===== src/verilog/mc_pkg.sv =====
`default_nettype none

package mc_pkg;

	// Datapath widths
	localparam int SAMPLE_W = 19;
	localparam int COEF_W = 7;
	localparam int NUM_TAPS = 4;

	// Four 26-bit products fit exactly in 28 bits
	localparam int RESULT_W = 28;

	localparam int TAP_IDX_W = $clog2(NUM_TAPS);

	// Coefficient table depth and core number width
	localparam int MAX_CORES = 8;
	localparam int CORE_ID_W = 3;

	typedef logic signed [SAMPLE_W-1:0] sample_t;
	typedef logic signed [COEF_W-1:0] coef_t;

	// One row per core, every entry within the signed 7-bit range.
	// Entry k weights the sample k steps back, entry 0 is the newest sample
	localparam int COEF_TABLE [MAX_CORES][NUM_TAPS] = '{
		'{ 63, -64,  63, -64},
		'{  1,   2,   3,   4},
		'{-64, -64, -64, -64},
		'{ 63,  63,  63,  63},
		'{  5, -17,  29,  -3},
		'{ -1,   0,  40, -12},
		'{ 12,  25, -33,   7},
		'{  0, -50,  50,   1}
	};

	// Tagged result on the output stream
	typedef struct packed {
		logic [CORE_ID_W-1:0]       core_id;
		logic signed [RESULT_W-1:0] value;
	} result_t;

endpackage

`default_nettype wire


===== src/verilog/fir_core.sv =====
`timescale 1ns/1ps
`default_nettype none

module fir_core import mc_pkg::*; #(
	parameter int CORE_ID = 0
) (
	input  logic                       clk,
	input  logic                       rst_n,
	input  logic                       sample_valid,
	input  sample_t                    sample_bcast,
	output logic                       ready,
	output logic                       done,
	output logic signed [RESULT_W-1:0] value,
	input  logic                       take
);

	localparam int PROD_W = SAMPLE_W + COEF_W;

	typedef enum logic [1:0] {
		CORE_EMPTY,
		CORE_MAC,
		CORE_FULL
	} core_state_t;

	core_state_t state;
	logic [TAP_IDX_W-1:0] tap_idx;
	logic last_tap;
	logic load;
	sample_t taps [NUM_TAPS];
	coef_t coef;
	logic signed [PROD_W-1:0] product;
	logic signed [RESULT_W-1:0] acc;

	assign load = (state == CORE_EMPTY) && sample_valid;
	assign last_tap = (tap_idx == TAP_IDX_W'(NUM_TAPS - 1));

	// One tap per cycle through a single multiplier
	assign coef = coef_t'(COEF_TABLE[CORE_ID][tap_idx]);
	assign product = PROD_W'(taps[tap_idx]) * PROD_W'(coef);

	always_ff @(posedge clk) begin
		if (!rst_n) begin
			state <= CORE_EMPTY;
			tap_idx <= '0;
		end else begin
			case (state)
				CORE_EMPTY: begin
					if (sample_valid) begin
						tap_idx <= '0;
						state <= CORE_MAC;
					end
				end
				CORE_MAC: begin
					tap_idx <= tap_idx + 1'b1;
					if (last_tap) begin
						state <= CORE_FULL;
					end
				end
				CORE_FULL: begin
					// Result stays put until the collector takes it
					if (take) begin
						state <= CORE_EMPTY;
					end
				end
				default: begin
					state <= CORE_EMPTY;
				end
			endcase
		end
	end

	// Delay line starts from silence
	always_ff @(posedge clk) begin
		if (!rst_n) begin
			for (int i = 0; i < NUM_TAPS; i++) begin
				taps[i] <= '0;
			end
		end else if (load) begin
			taps[0] <= sample_bcast;
			for (int i = 1; i < NUM_TAPS; i++) begin
				taps[i] <= taps[i-1];
			end
		end
	end

	always_ff @(posedge clk) begin
		if (load) begin
			acc <= '0;
		end else if (state == CORE_MAC) begin
			acc <= acc + RESULT_W'(product);
		end
	end

	assign ready = (state == CORE_EMPTY);
	assign done = (state == CORE_FULL);
	assign value = acc;

endmodule

`default_nettype wire


===== src/verilog/multicore_top.sv =====
`timescale 1ns/1ps
`default_nettype none

module multicore_top import mc_pkg::*; #(
	parameter int NUM_CORES = 4
) (
	input  logic    clk,
	input  logic    rst_n,
	input  sample_t sample_in,
	output logic    sample_req,
	input  logic    sample_ack,
	output result_t result_out,
	output logic    result_req,
	input  logic    result_ack
);

	logic sample_valid;
	sample_t sample_bcast;

	// Per-core status, gathered by core number
	logic [NUM_CORES-1:0] core_ready;
	logic [NUM_CORES-1:0] core_done;
	logic [NUM_CORES-1:0] core_take;
	logic signed [RESULT_W-1:0] core_value [NUM_CORES];

	sample_fetch #(
		.NUM_CORES(NUM_CORES)
	) sample_fetch_inst (
		.clk(clk),
		.rst_n(rst_n),
		.sample_in(sample_in),
		.sample_ack(sample_ack),
		.sample_req(sample_req),
		.core_ready(core_ready),
		.sample_valid(sample_valid),
		.sample_bcast(sample_bcast)
	);

	generate
		for (genvar i = 0; i < NUM_CORES; i++) begin : gen_core
			fir_core #(
				.CORE_ID(i)
			) fir_core_inst (
				.clk(clk),
				.rst_n(rst_n),
				.sample_valid(sample_valid),
				.sample_bcast(sample_bcast),
				.ready(core_ready[i]),
				.done(core_done[i]),
				.value(core_value[i]),
				.take(core_take[i])
			);
		end
	endgenerate

	result_collector #(
		.NUM_CORES(NUM_CORES)
	) result_collector_inst (
		.clk(clk),
		.rst_n(rst_n),
		.core_done(core_done),
		.core_value(core_value),
		.core_take(core_take),
		.result_req(result_req),
		.result_ack(result_ack),
		.result_out(result_out)
	);

endmodule

`default_nettype wire


===== src/verilog/result_collector.sv =====
`timescale 1ns/1ps
`default_nettype none

module result_collector import mc_pkg::*; #(
	parameter int NUM_CORES = 4
) (
	input  logic                       clk,
	input  logic                       rst_n,
	input  logic [NUM_CORES-1:0]       core_done,
	input  logic signed [RESULT_W-1:0] core_value [NUM_CORES],
	output logic [NUM_CORES-1:0]       core_take,
	output logic                       result_req,
	input  logic                       result_ack,
	output result_t                    result_out
);

	localparam int PTR_W = (NUM_CORES > 1) ? $clog2(NUM_CORES) : 1;

	typedef enum logic [1:0] {
		COLL_WAIT_DONE,
		COLL_ACK_RISE,
		COLL_ACK_FALL
	} coll_state_t;

	coll_state_t state;
	logic [PTR_W-1:0] ptr;
	logic [PTR_W-1:0] ptr_next;
	logic at_last;
	logic launch;

	// Round-robin over the cores in number order
	assign at_last = (ptr == PTR_W'(NUM_CORES - 1));
	assign ptr_next = at_last ? '0 : ptr + 1'b1;

	// Current core has a result and the sink is idle
	assign launch = (state == COLL_WAIT_DONE) && core_done[ptr] && !result_ack;

	always_ff @(posedge clk) begin
		if (!rst_n) begin
			state <= COLL_WAIT_DONE;
			ptr <= '0;
			result_req <= 1'b0;
			core_take <= '0;
		end else begin
			core_take <= '0;
			case (state)
				COLL_WAIT_DONE: begin
					if (launch) begin
						result_req <= 1'b1;
						state <= COLL_ACK_RISE;
					end
				end
				COLL_ACK_RISE: begin
					if (result_ack) begin
						result_req <= 1'b0;
						core_take[ptr] <= 1'b1;
						state <= COLL_ACK_FALL;
					end
				end
				COLL_ACK_FALL: begin
					if (!result_ack) begin
						ptr <= ptr_next;
						state <= COLL_WAIT_DONE;
					end
				end
				default: begin
					state <= COLL_WAIT_DONE;
					result_req <= 1'b0;
				end
			endcase
		end
	end

	// Loaded once per transfer, so it holds through the whole handshake
	always_ff @(posedge clk) begin
		if (launch) begin
			result_out.core_id <= CORE_ID_W'(ptr);
			result_out.value <= core_value[ptr];
		end
	end

endmodule

`default_nettype wire


===== src/verilog/sample_fetch.sv =====
`timescale 1ns/1ps
`default_nettype none

module sample_fetch import mc_pkg::*; #(
	parameter int NUM_CORES = 4
) (
	input  logic                 clk,
	input  logic                 rst_n,
	input  sample_t              sample_in,
	input  logic                 sample_ack,
	output logic                 sample_req,
	input  logic [NUM_CORES-1:0] core_ready,
	output logic                 sample_valid,
	output sample_t              sample_bcast
);

	typedef enum logic [1:0] {
		FETCH_IDLE,
		FETCH_ACK_RISE,
		FETCH_ACK_FALL
	} fetch_state_t;

	fetch_state_t state;
	logic all_ready;
	logic capture;

	// Only fetch once every core has been drained
	assign all_ready = &core_ready;

	// First cycle with ack seen high
	assign capture = (state == FETCH_ACK_RISE) && sample_ack;

	always_ff @(posedge clk) begin
		if (!rst_n) begin
			state <= FETCH_IDLE;
			sample_req <= 1'b0;
			sample_valid <= 1'b0;
		end else begin
			sample_valid <= 1'b0;
			case (state)
				FETCH_IDLE: begin
					if (all_ready && !sample_ack) begin
						sample_req <= 1'b1;
						state <= FETCH_ACK_RISE;
					end
				end
				FETCH_ACK_RISE: begin
					if (sample_ack) begin
						sample_req <= 1'b0;
						sample_valid <= 1'b1;
						state <= FETCH_ACK_FALL;
					end
				end
				FETCH_ACK_FALL: begin
					// Handshake closes once the source lets go of ack
					if (!sample_ack) begin
						state <= FETCH_IDLE;
					end
				end
				default: begin
					state <= FETCH_IDLE;
					sample_req <= 1'b0;
				end
			endcase
		end
	end

	// Broadcast register, held until the next fetch
	always_ff @(posedge clk) begin
		if (capture) begin
			sample_bcast <= sample_in;
		end
	end

endmodule

`default_nettype wire

===== config.mk =====
export PLATFORM = sky130hd
export DESIGN_NAME = multicore_top
export DESIGN_NICKNAME = d
export VERILOG_FILES = /design/src/verilog/mc_pkg.sv /design/src/verilog/fir_core.sv /design/src/verilog/multicore_top.sv /design/src/verilog/result_collector.sv /design/src/verilog/sample_fetch.sv
export SDC_FILE = /design/constraint.sdc
export NUM_CORES = 1
export LEC_CHECK = 0
export BUFFER_PORTS_ARGS = -buffer_cell sky130_fd_sc_hd__buf_2
export CORE_UTILIZATION = 30
export DETAILED_ROUTE_END_ITERATION = 8
export PLACE_DENSITY = 0.43
export SYNTH_ARGS = -nofsm -noshare
export SYNTH_HDL_FRONTEND = slang
export SYNTH_SLANG_ARGS = --single-unit
export TNS_END_PERCENT = 20

===== constraint.sdc =====
create_clock -name clk -period 8.6 [get_ports clk]
set_input_delay 2.58 -clock clk [delete_from_list [all_inputs] [get_ports clk]]
set_output_delay 2.58 -clock clk [all_outputs]
set_load 0.03 [all_outputs]

* Yosys cells after proc, flatten, opt, wreduce, memory -nomap -nowiden
Memories as Yosys holds them, arrays and structs flattened. A register that Yosys moved wholly into a read port is not among the register bits.
Index checks and enable logic that the tools add are counted.
** Word-level totals
- Bits in writable memories :: 304
- Memory bits (read-only) :: 0
- Latch bits :: 0
- Word-level logic and storage cells :: 232
- Memories :: 4
- Register bits :: 190
- Input port bits :: 23
** Memories
- gen_core[0].fir_core_inst.taps :: words 4, width 19, rd ports 4, clocked after Yosys merged registers in 1, write ports 4, RTL line fir_core.sv:29 : sample_t taps [NUM_TAPS];
- gen_core[1].fir_core_inst.taps :: words 4, width 19, rd ports 4, clocked after Yosys merged registers in 1, write ports 4, RTL line fir_core.sv:29
- gen_core[2].fir_core_inst.taps :: words 4, width 19, rd ports 4, clocked after Yosys merged registers in 1, write ports 4, RTL line fir_core.sv:29
- gen_core[3].fir_core_inst.taps :: words 4, width 19, rd ports 4, clocked after Yosys merged registers in 1, write ports 4, RTL line fir_core.sv:29
** Operators by class
- Multiply operators :: 4
- $add $sub $neg :: 9
- Equal/unequal tests :: 35
- Bitwise operators :: 24
- Div/mod/pow operators :: 0
- Multiplexer cells :: 90
- Reduce and logical (&&, ||, !) cells :: 37
- Shift operators :: 0
- $lt $le $gt $ge :: 7
** Operator list (count)
- 19-bit 2-to-1 mux :: 16
- 32-bit binary-select mux with 2-bit select :: 4
- 28-bit by 26-bit adder with 28-bit output :: 4
- 19-bit by 7-bit multiplier with 26-bit output :: 4
- 28-bit binary-select mux with 2-bit select :: 1
- 28-bit 2-to-1 mux :: 2
- 7-bit 2-to-1 mux :: 8
- 2-bit 2-to-1 mux :: 25
- 2-bit case mux with 3 select lines :: 6
- 3-bit AND reduction :: 9
- 2-bit == test (second input constant) :: 11
- 1-bit 2-to-1 mux :: 20
- 2-bit by 1-bit != test with 1-bit output (second input constant) :: 10
- 2-bit != test (second input constant) :: 8
- 1-bit bitwise OR :: 16
- 2-bit case mux with 2 select lines :: 4
- 3-bit >= comparator (second input constant) :: 5
- 2-bit inverter with 3-bit output :: 5
- 2-bit by 1-bit == test with 1-bit output (second input constant) :: 6
- 2-bit zero test :: 6
- 2-bit AND reduction :: 6
- 2-bit by 1-bit adder with 2-bit output (second input constant) :: 5
- 1-bit logical AND :: 9
- 2-bit nonzero test :: 4
- other kinds (8) :: 12

* Depth between registers and ports, before layout
- Word-level depth :: 7
- Mapped depth :: 25

* Modules after synthesis
A second synthesis with hierarchy kept.
** Unflattened totals
- Cells, all modules :: 3263
- Area total of the unflattened synthesis :: 35620.4 µm²
** Modules (own cells, without submodules)
- fir_core at gen_core[0].fir_core_inst :: cells each 907, area each 9639.2 µm², sequential area each 2962.8 µm², times used 1
- fir_core at gen_core[3].fir_core_inst :: cells each 873, area each 8983.6 µm², sequential area each 2962.8 µm², times used 1
- fir_core at gen_core[1].fir_core_inst :: cells each 856, area each 8489.4 µm², sequential area each 2962.8 µm², times used 1
- fir_core at gen_core[2].fir_core_inst :: cells each 486, area each 5789.3 µm², sequential area each 2842.7 µm², times used 1
- result_collector :: cells each 105, area each 1975.6 µm², sequential area each 1081.0 µm², times used 1
- sample_fetch :: cells each 36, area each 743.2 µm², sequential area each 650.6 µm², times used 1

* Worst setup path after synthesis
Ideal clock, no wire load.
- Path type :: input port to flip-flop
- Start point :: input result_ack
- End point :: register result_collector_inst.result_out[0] (netlist name)
- Data required time :: 8.101 ns
- Data arrival time :: 5.652 ns
- Stages on the path :: 1
- Path buffers :: 0
- Setup time :: 0.499 ns
- Slack :: 2.449 ns
- Cell sequence :: nor4_1
** On the way
- Longest elaborated chain between the ends :: 2
** Ends and longest elaborated chain
- from (decl) :: RTL line multicore_top.sv:14 : input logic result_ack
- 1-bit zero test :: RTL line result_collector.sv:36 : assign launch = (state == COLL_WAIT_DONE) && core_done[ptr] && !result_ack;
- 1-bit logical AND :: RTL line result_collector.sv:36
Every way passes these cells.
A chain may end at the register's enable or synchronous reset.

* Worst setup path after layout
- Start point :: register gen_core[0].fir_core_inst.tap_idx[0]
- End point :: register gen_core[0].fir_core_inst.acc[21]
** On the way
- Longest elaborated chain between the ends :: 6
** Ends and longest elaborated chain
- from (decl) :: RTL line fir_core.sv:26 : logic [TAP_IDX_W-1:0] tap_idx;
- from (signal assigned) :: RTL line fir_core.sv:54 : tap_idx <= tap_idx + 1'b1;
- 2-bit inverter with 3-bit output (not written as such) :: RTL line fir_core.sv:38 : assign coef = coef_t'(COEF_TABLE[CORE_ID][tap_idx]);
- 32-bit binary-select mux with 2-bit select :: RTL line fir_core.sv:38
- 7-bit 2-to-1 mux (not written as such) (2 in series) :: RTL line fir_core.sv:38
- 19-bit by 7-bit multiplier with 26-bit output :: RTL line fir_core.sv:39 : assign product = PROD_W'(taps[tap_idx]) * PROD_W'(coef);
- 28-bit by 26-bit adder with 28-bit output :: RTL line fir_core.sv:90 : acc <= acc + RESULT_W'(product);
- to (signal assigned) :: RTL line fir_core.sv:90
- to (decl) :: RTL line fir_core.sv:32 : logic signed [RESULT_W-1:0] acc;
Every way passes these cells. The select of a mux whose other input is x is not followed.

==> results.py <==
metrics = {
    "status": {
        "status": "finished, final reports clean",
    },
    "worst_hold_path": {
        "hp-class": "flip-flop to flip-flop",
    },
    "timing": {
        "hold-worst-slack_ps": 473,
        "final.period_utilization_pct": 76.9,
        "timing.setup.tns_ps": 0,
        "hold_viol": 0,
        "max_slew_margin_pct": 17.4,
        "period_needed_ps": 6610,
        "timing.clock.skew_ps": 45.4,
        "final-setup-viol-count": 0,
        "worst_pin_slew_ps": 1240,
        "rsz0062_at_grt": "no",
        "max_freq_mhz": 151,
        "slew_violations": 0,
        "worst_slack_ps": 1990,
    },
    "synthesis": {
        "yosysUniqueCellTypes": 81,
        "async_reset_ff_share_pct": 0,
        "syn_nets": 3499,
        "ys_ff_latch": 496,
        "synth_area_leaders": "edfxtp_1 31%, fa_1 15%, ha_1 10%",
        "syn_area_mm2": 0.0340,
        "synth-edff-count": 353,
        "synth_top_area_share_pct": 31.2,
        "synth_top_flop_cell": "edfxtp_1",
        "synth_top_area_cell": "edfxtp_1",
        "syn_inst": 2950,
        "synth-seq-area-share_pct": 39.6,
        "synth_warnings": 0,
        "syn_area_per_cell_um2": 11.5,
    },
    "clock_tree": {
        "clk_pin_slew_ps": 60,
        "post_cts_buffers": 0,
        "htreeDepth": 2,
        "root_buffer": "clkbuf_16",
        "clk_latency_ps": 670,
        "cts_hold_buf": 0,
        "cts.sink_count": 496,
        "cts_tree": "yes",
        "cts_resized": 0,
        "clk_path_buf_depth": 3,
        "cts_made_buffers": 60,
    },
    "worst_setup_path": {
        "worstSetupPathType": "flip-flop to flip-flop",
        "crit_start": "gen_core[0].fir_core_inst.tap_idx[0]",
        "crit_buf_inv": 5,
        "crit_path_frequent_cell": "inv_1",
        "critPathSlowestCell": "a211oi_1",
        "required_ps": 9140,
        "r2r_slack_ps": 1990,
        "arrival_ps": 7160,
        "cp_max_fo": 20,
        "reg2reg_from": "gen_core[0].fir_core_inst.tap_idx[0]",
        "worst-path-stages": 21,
        "cp_cell_sequence": "inv_1 > ha_1 > or2_2 > and2_1 > fa_1 > inv_1 > fa_1 > inv_1 > fa_1 > inv_1 > fa_1 > inv_1 > ha_1 > o21ai_0 > a21oi_1 > o41ai_1 > a211oi_1 > a21boi_1 > o21bai_1 > a2111oi_0 > nand3b_1",
        "cpPeakStageDelay_ps": 630,
        "reg2regPathDepth": 21,
        "crit_end": "gen_core[0].fir_core_inst.value[21]",
        "reg2reg_to": "gen_core[0].fir_core_inst.value[21]",
        "startpoint_type": "flip-flop",
        "cp-end-kind": "flip-flop",
        "cp_top_family": "adder cells",
    },
    "power": {
        "p_leak_nw": 16.5,
        "ir_drop_mv": 0.211,
        "cellPowerDensity_mw_per_mm2": 346,
        "totalPowerFinal_mw": 13.1,
    },
    "route": {
        "met3_length_mm": 4.11,
        "top_layer": "met5",
        "postRouteAntennaNets": 0,
        "num_vias": 21900,
        "drt_iter0_markers": 1574,
        "wl_per_cell_um": 20.7,
        "drtPass1Iterations": 5,
        "drcViolationCount": 0,
        "dr_wl_met2_mm": 40.7,
        "wl_met1_mm": 46.1,
        "via_per_inst": 4.85,
        "finalWirelength_mm": 93.4,
    },
    "placement": {
        "place_ws_ps": 2060,
        "dp_cells": 4397,
        "port-buffer-count": 54,
        "routabilityCongestion": 0.864,
        "place_hpwl_mm": 70.2,
    },
    "grt": {
        "track_usage_pct": 16.4,
        "grt-ovfl-total": 0,
        "grt_pass1_vias": 22800,
        "grt_pass1_wl_mm": 143,
        "antenna_found_initial": 18,
        "grt_max_degree": 114,
    },
    "final_layout": {
        "mostFrequentLayoutCell": "inv_1",
        "fin_cells": 4512,
        "area_delta_synth_final_pct": 11.6,
        "final_cell_mix": "376 x inv_1, 353 x edfxtp_1, 271 x ha_1, 255 x fa_1, 211 x and2_1",
        "drive_gt1_share_pct": 10.4,
        "nets": 3508,
    },
    "flow_run": {
        "drv_cap": 0,
    },
    "floorplan": {
        "die_w_um": 339,
        "initial_utilization_pct": 30.2,
        "boundaryPins": 56,
        "num_rows": 123,
        "core-area_mm2": 0.112,
        "dieArea_mm2": 0.115,
        "die_h_um": 339,
    },
}
==> cell type report <==
cell class	count	area, um^2
clock inverter	21	180
clock buffer	92	1870
antenna	2	5.00
timing repair buffer	77	445
sequential	496	13500
fill	11100	74500
multi-input combinational	1946	18700
tap	1500	1880
inverter	378	1420
==> synthesized netlist by cell type (8+ instances only) <==
cell	instances
nand2b_1	26
a21o_1	30
a22o_1	16
or3_1	9
o21bai_1	14
mux4_2	100
nor2_1	95
inv_1	376
fa_1	255
and3_1	166
xor2_1	32
mux2i_1	12
a21oi_1	128
and2_1	213
clkbuf_1	109
edfxtp_1	353
a31oi_1	12
nand2_1	172
nor2b_1	30
nand4_1	8
o21ai_0	109
o21a_1	11
buf_1	12
nand3_1	33
a211oi_1	14
nor3_1	23
ha_1	271
dfxtp_1	143
xnor2_1	68
==> worst min-delay path by stage <==
stage               slack (ps)                           startpoint                                   to  depth (start not counted)
finish                     470         sample_fetch_inst.sample_req         sample_fetch_inst.sample_req                          2
global route               500         sample_fetch_inst.sample_req         sample_fetch_inst.sample_req                          2
CTS                        480         sample_fetch_inst.sample_req         sample_fetch_inst.sample_req                          2
detailed placement         470         sample_fetch_inst.sample_req         sample_fetch_inst.sample_req                          2
global placement           450         sample_fetch_inst.sample_req         sample_fetch_inst.sample_req                          2
floorplan                  440  gen_core[3].fir_core_inst.value[20]  gen_core[3].fir_core_inst.value[20]                          2
==> report_power, final <==
part / internal, mW / switching [mW] / total (mW)
Clock: 1.51 / 1.07 / 2.58
Sequential: 2.88 / 0.499 / 3.38
Combinational: 3.05 / 4.13 / 7.18
Total: 7.44 / 5.70 / 13.1
==> flip-flops by register name (all words and copies together) (netlist names), named ones only <==
signal,flops
sample_fetch_inst.sample_valid,1
sample_fetch_inst.sample_req,1
result_collector_inst.state,2
result_collector_inst.ptr,2
gen_core.fir_core_inst.state,8
result_collector_inst.core_take,4
gen_core.fir_core_inst.taps,304
result_collector_inst.result_out,30
gen_core.fir_core_inst.tap_idx,8
gen_core.fir_core_inst.value,106
result_collector_inst.result_req,1
sample_fetch_inst.state,2
sample_fetch_inst.sample_bcast,19
==> metrics by stage <==
step,instance area (um^2),utilization (%)
5_1_grt,38000,33.7
4_1_cts,38000,33.7
3_5_place_dp,35900,31.9
3_3_place_gp,35900,31.9
6_report,38000,33.7
2_1_floorplan,34000,-
==> kinds of logic after synthesis <==
logic type               share of synthesized area [%]
AND/OR/NAND/NOR                                   12.8
multiplexers                                      6.97
other                                           0.0110
XOR/XNOR                                          2.62
AO/OA/AOI/OAI                                     7.40
buffers and inverters                             5.66
adder cells (fa/ha/maj)                           25.0
flip-flops                                        39.6
==> routing by layer <==
metal  vias up  track usage, %
met5         -               0
met4         4            4.83
met3       117            2.16
met2       465            25.0
met1     11100            24.2
li1      10200               -
==> tightest hold or removal path, stage by stage (launching register included) <==
cell     delay (ps)
dfxtp_1         310
nand2_1          50
a21oi_1          60
Power figures use the tool's default switching activity.
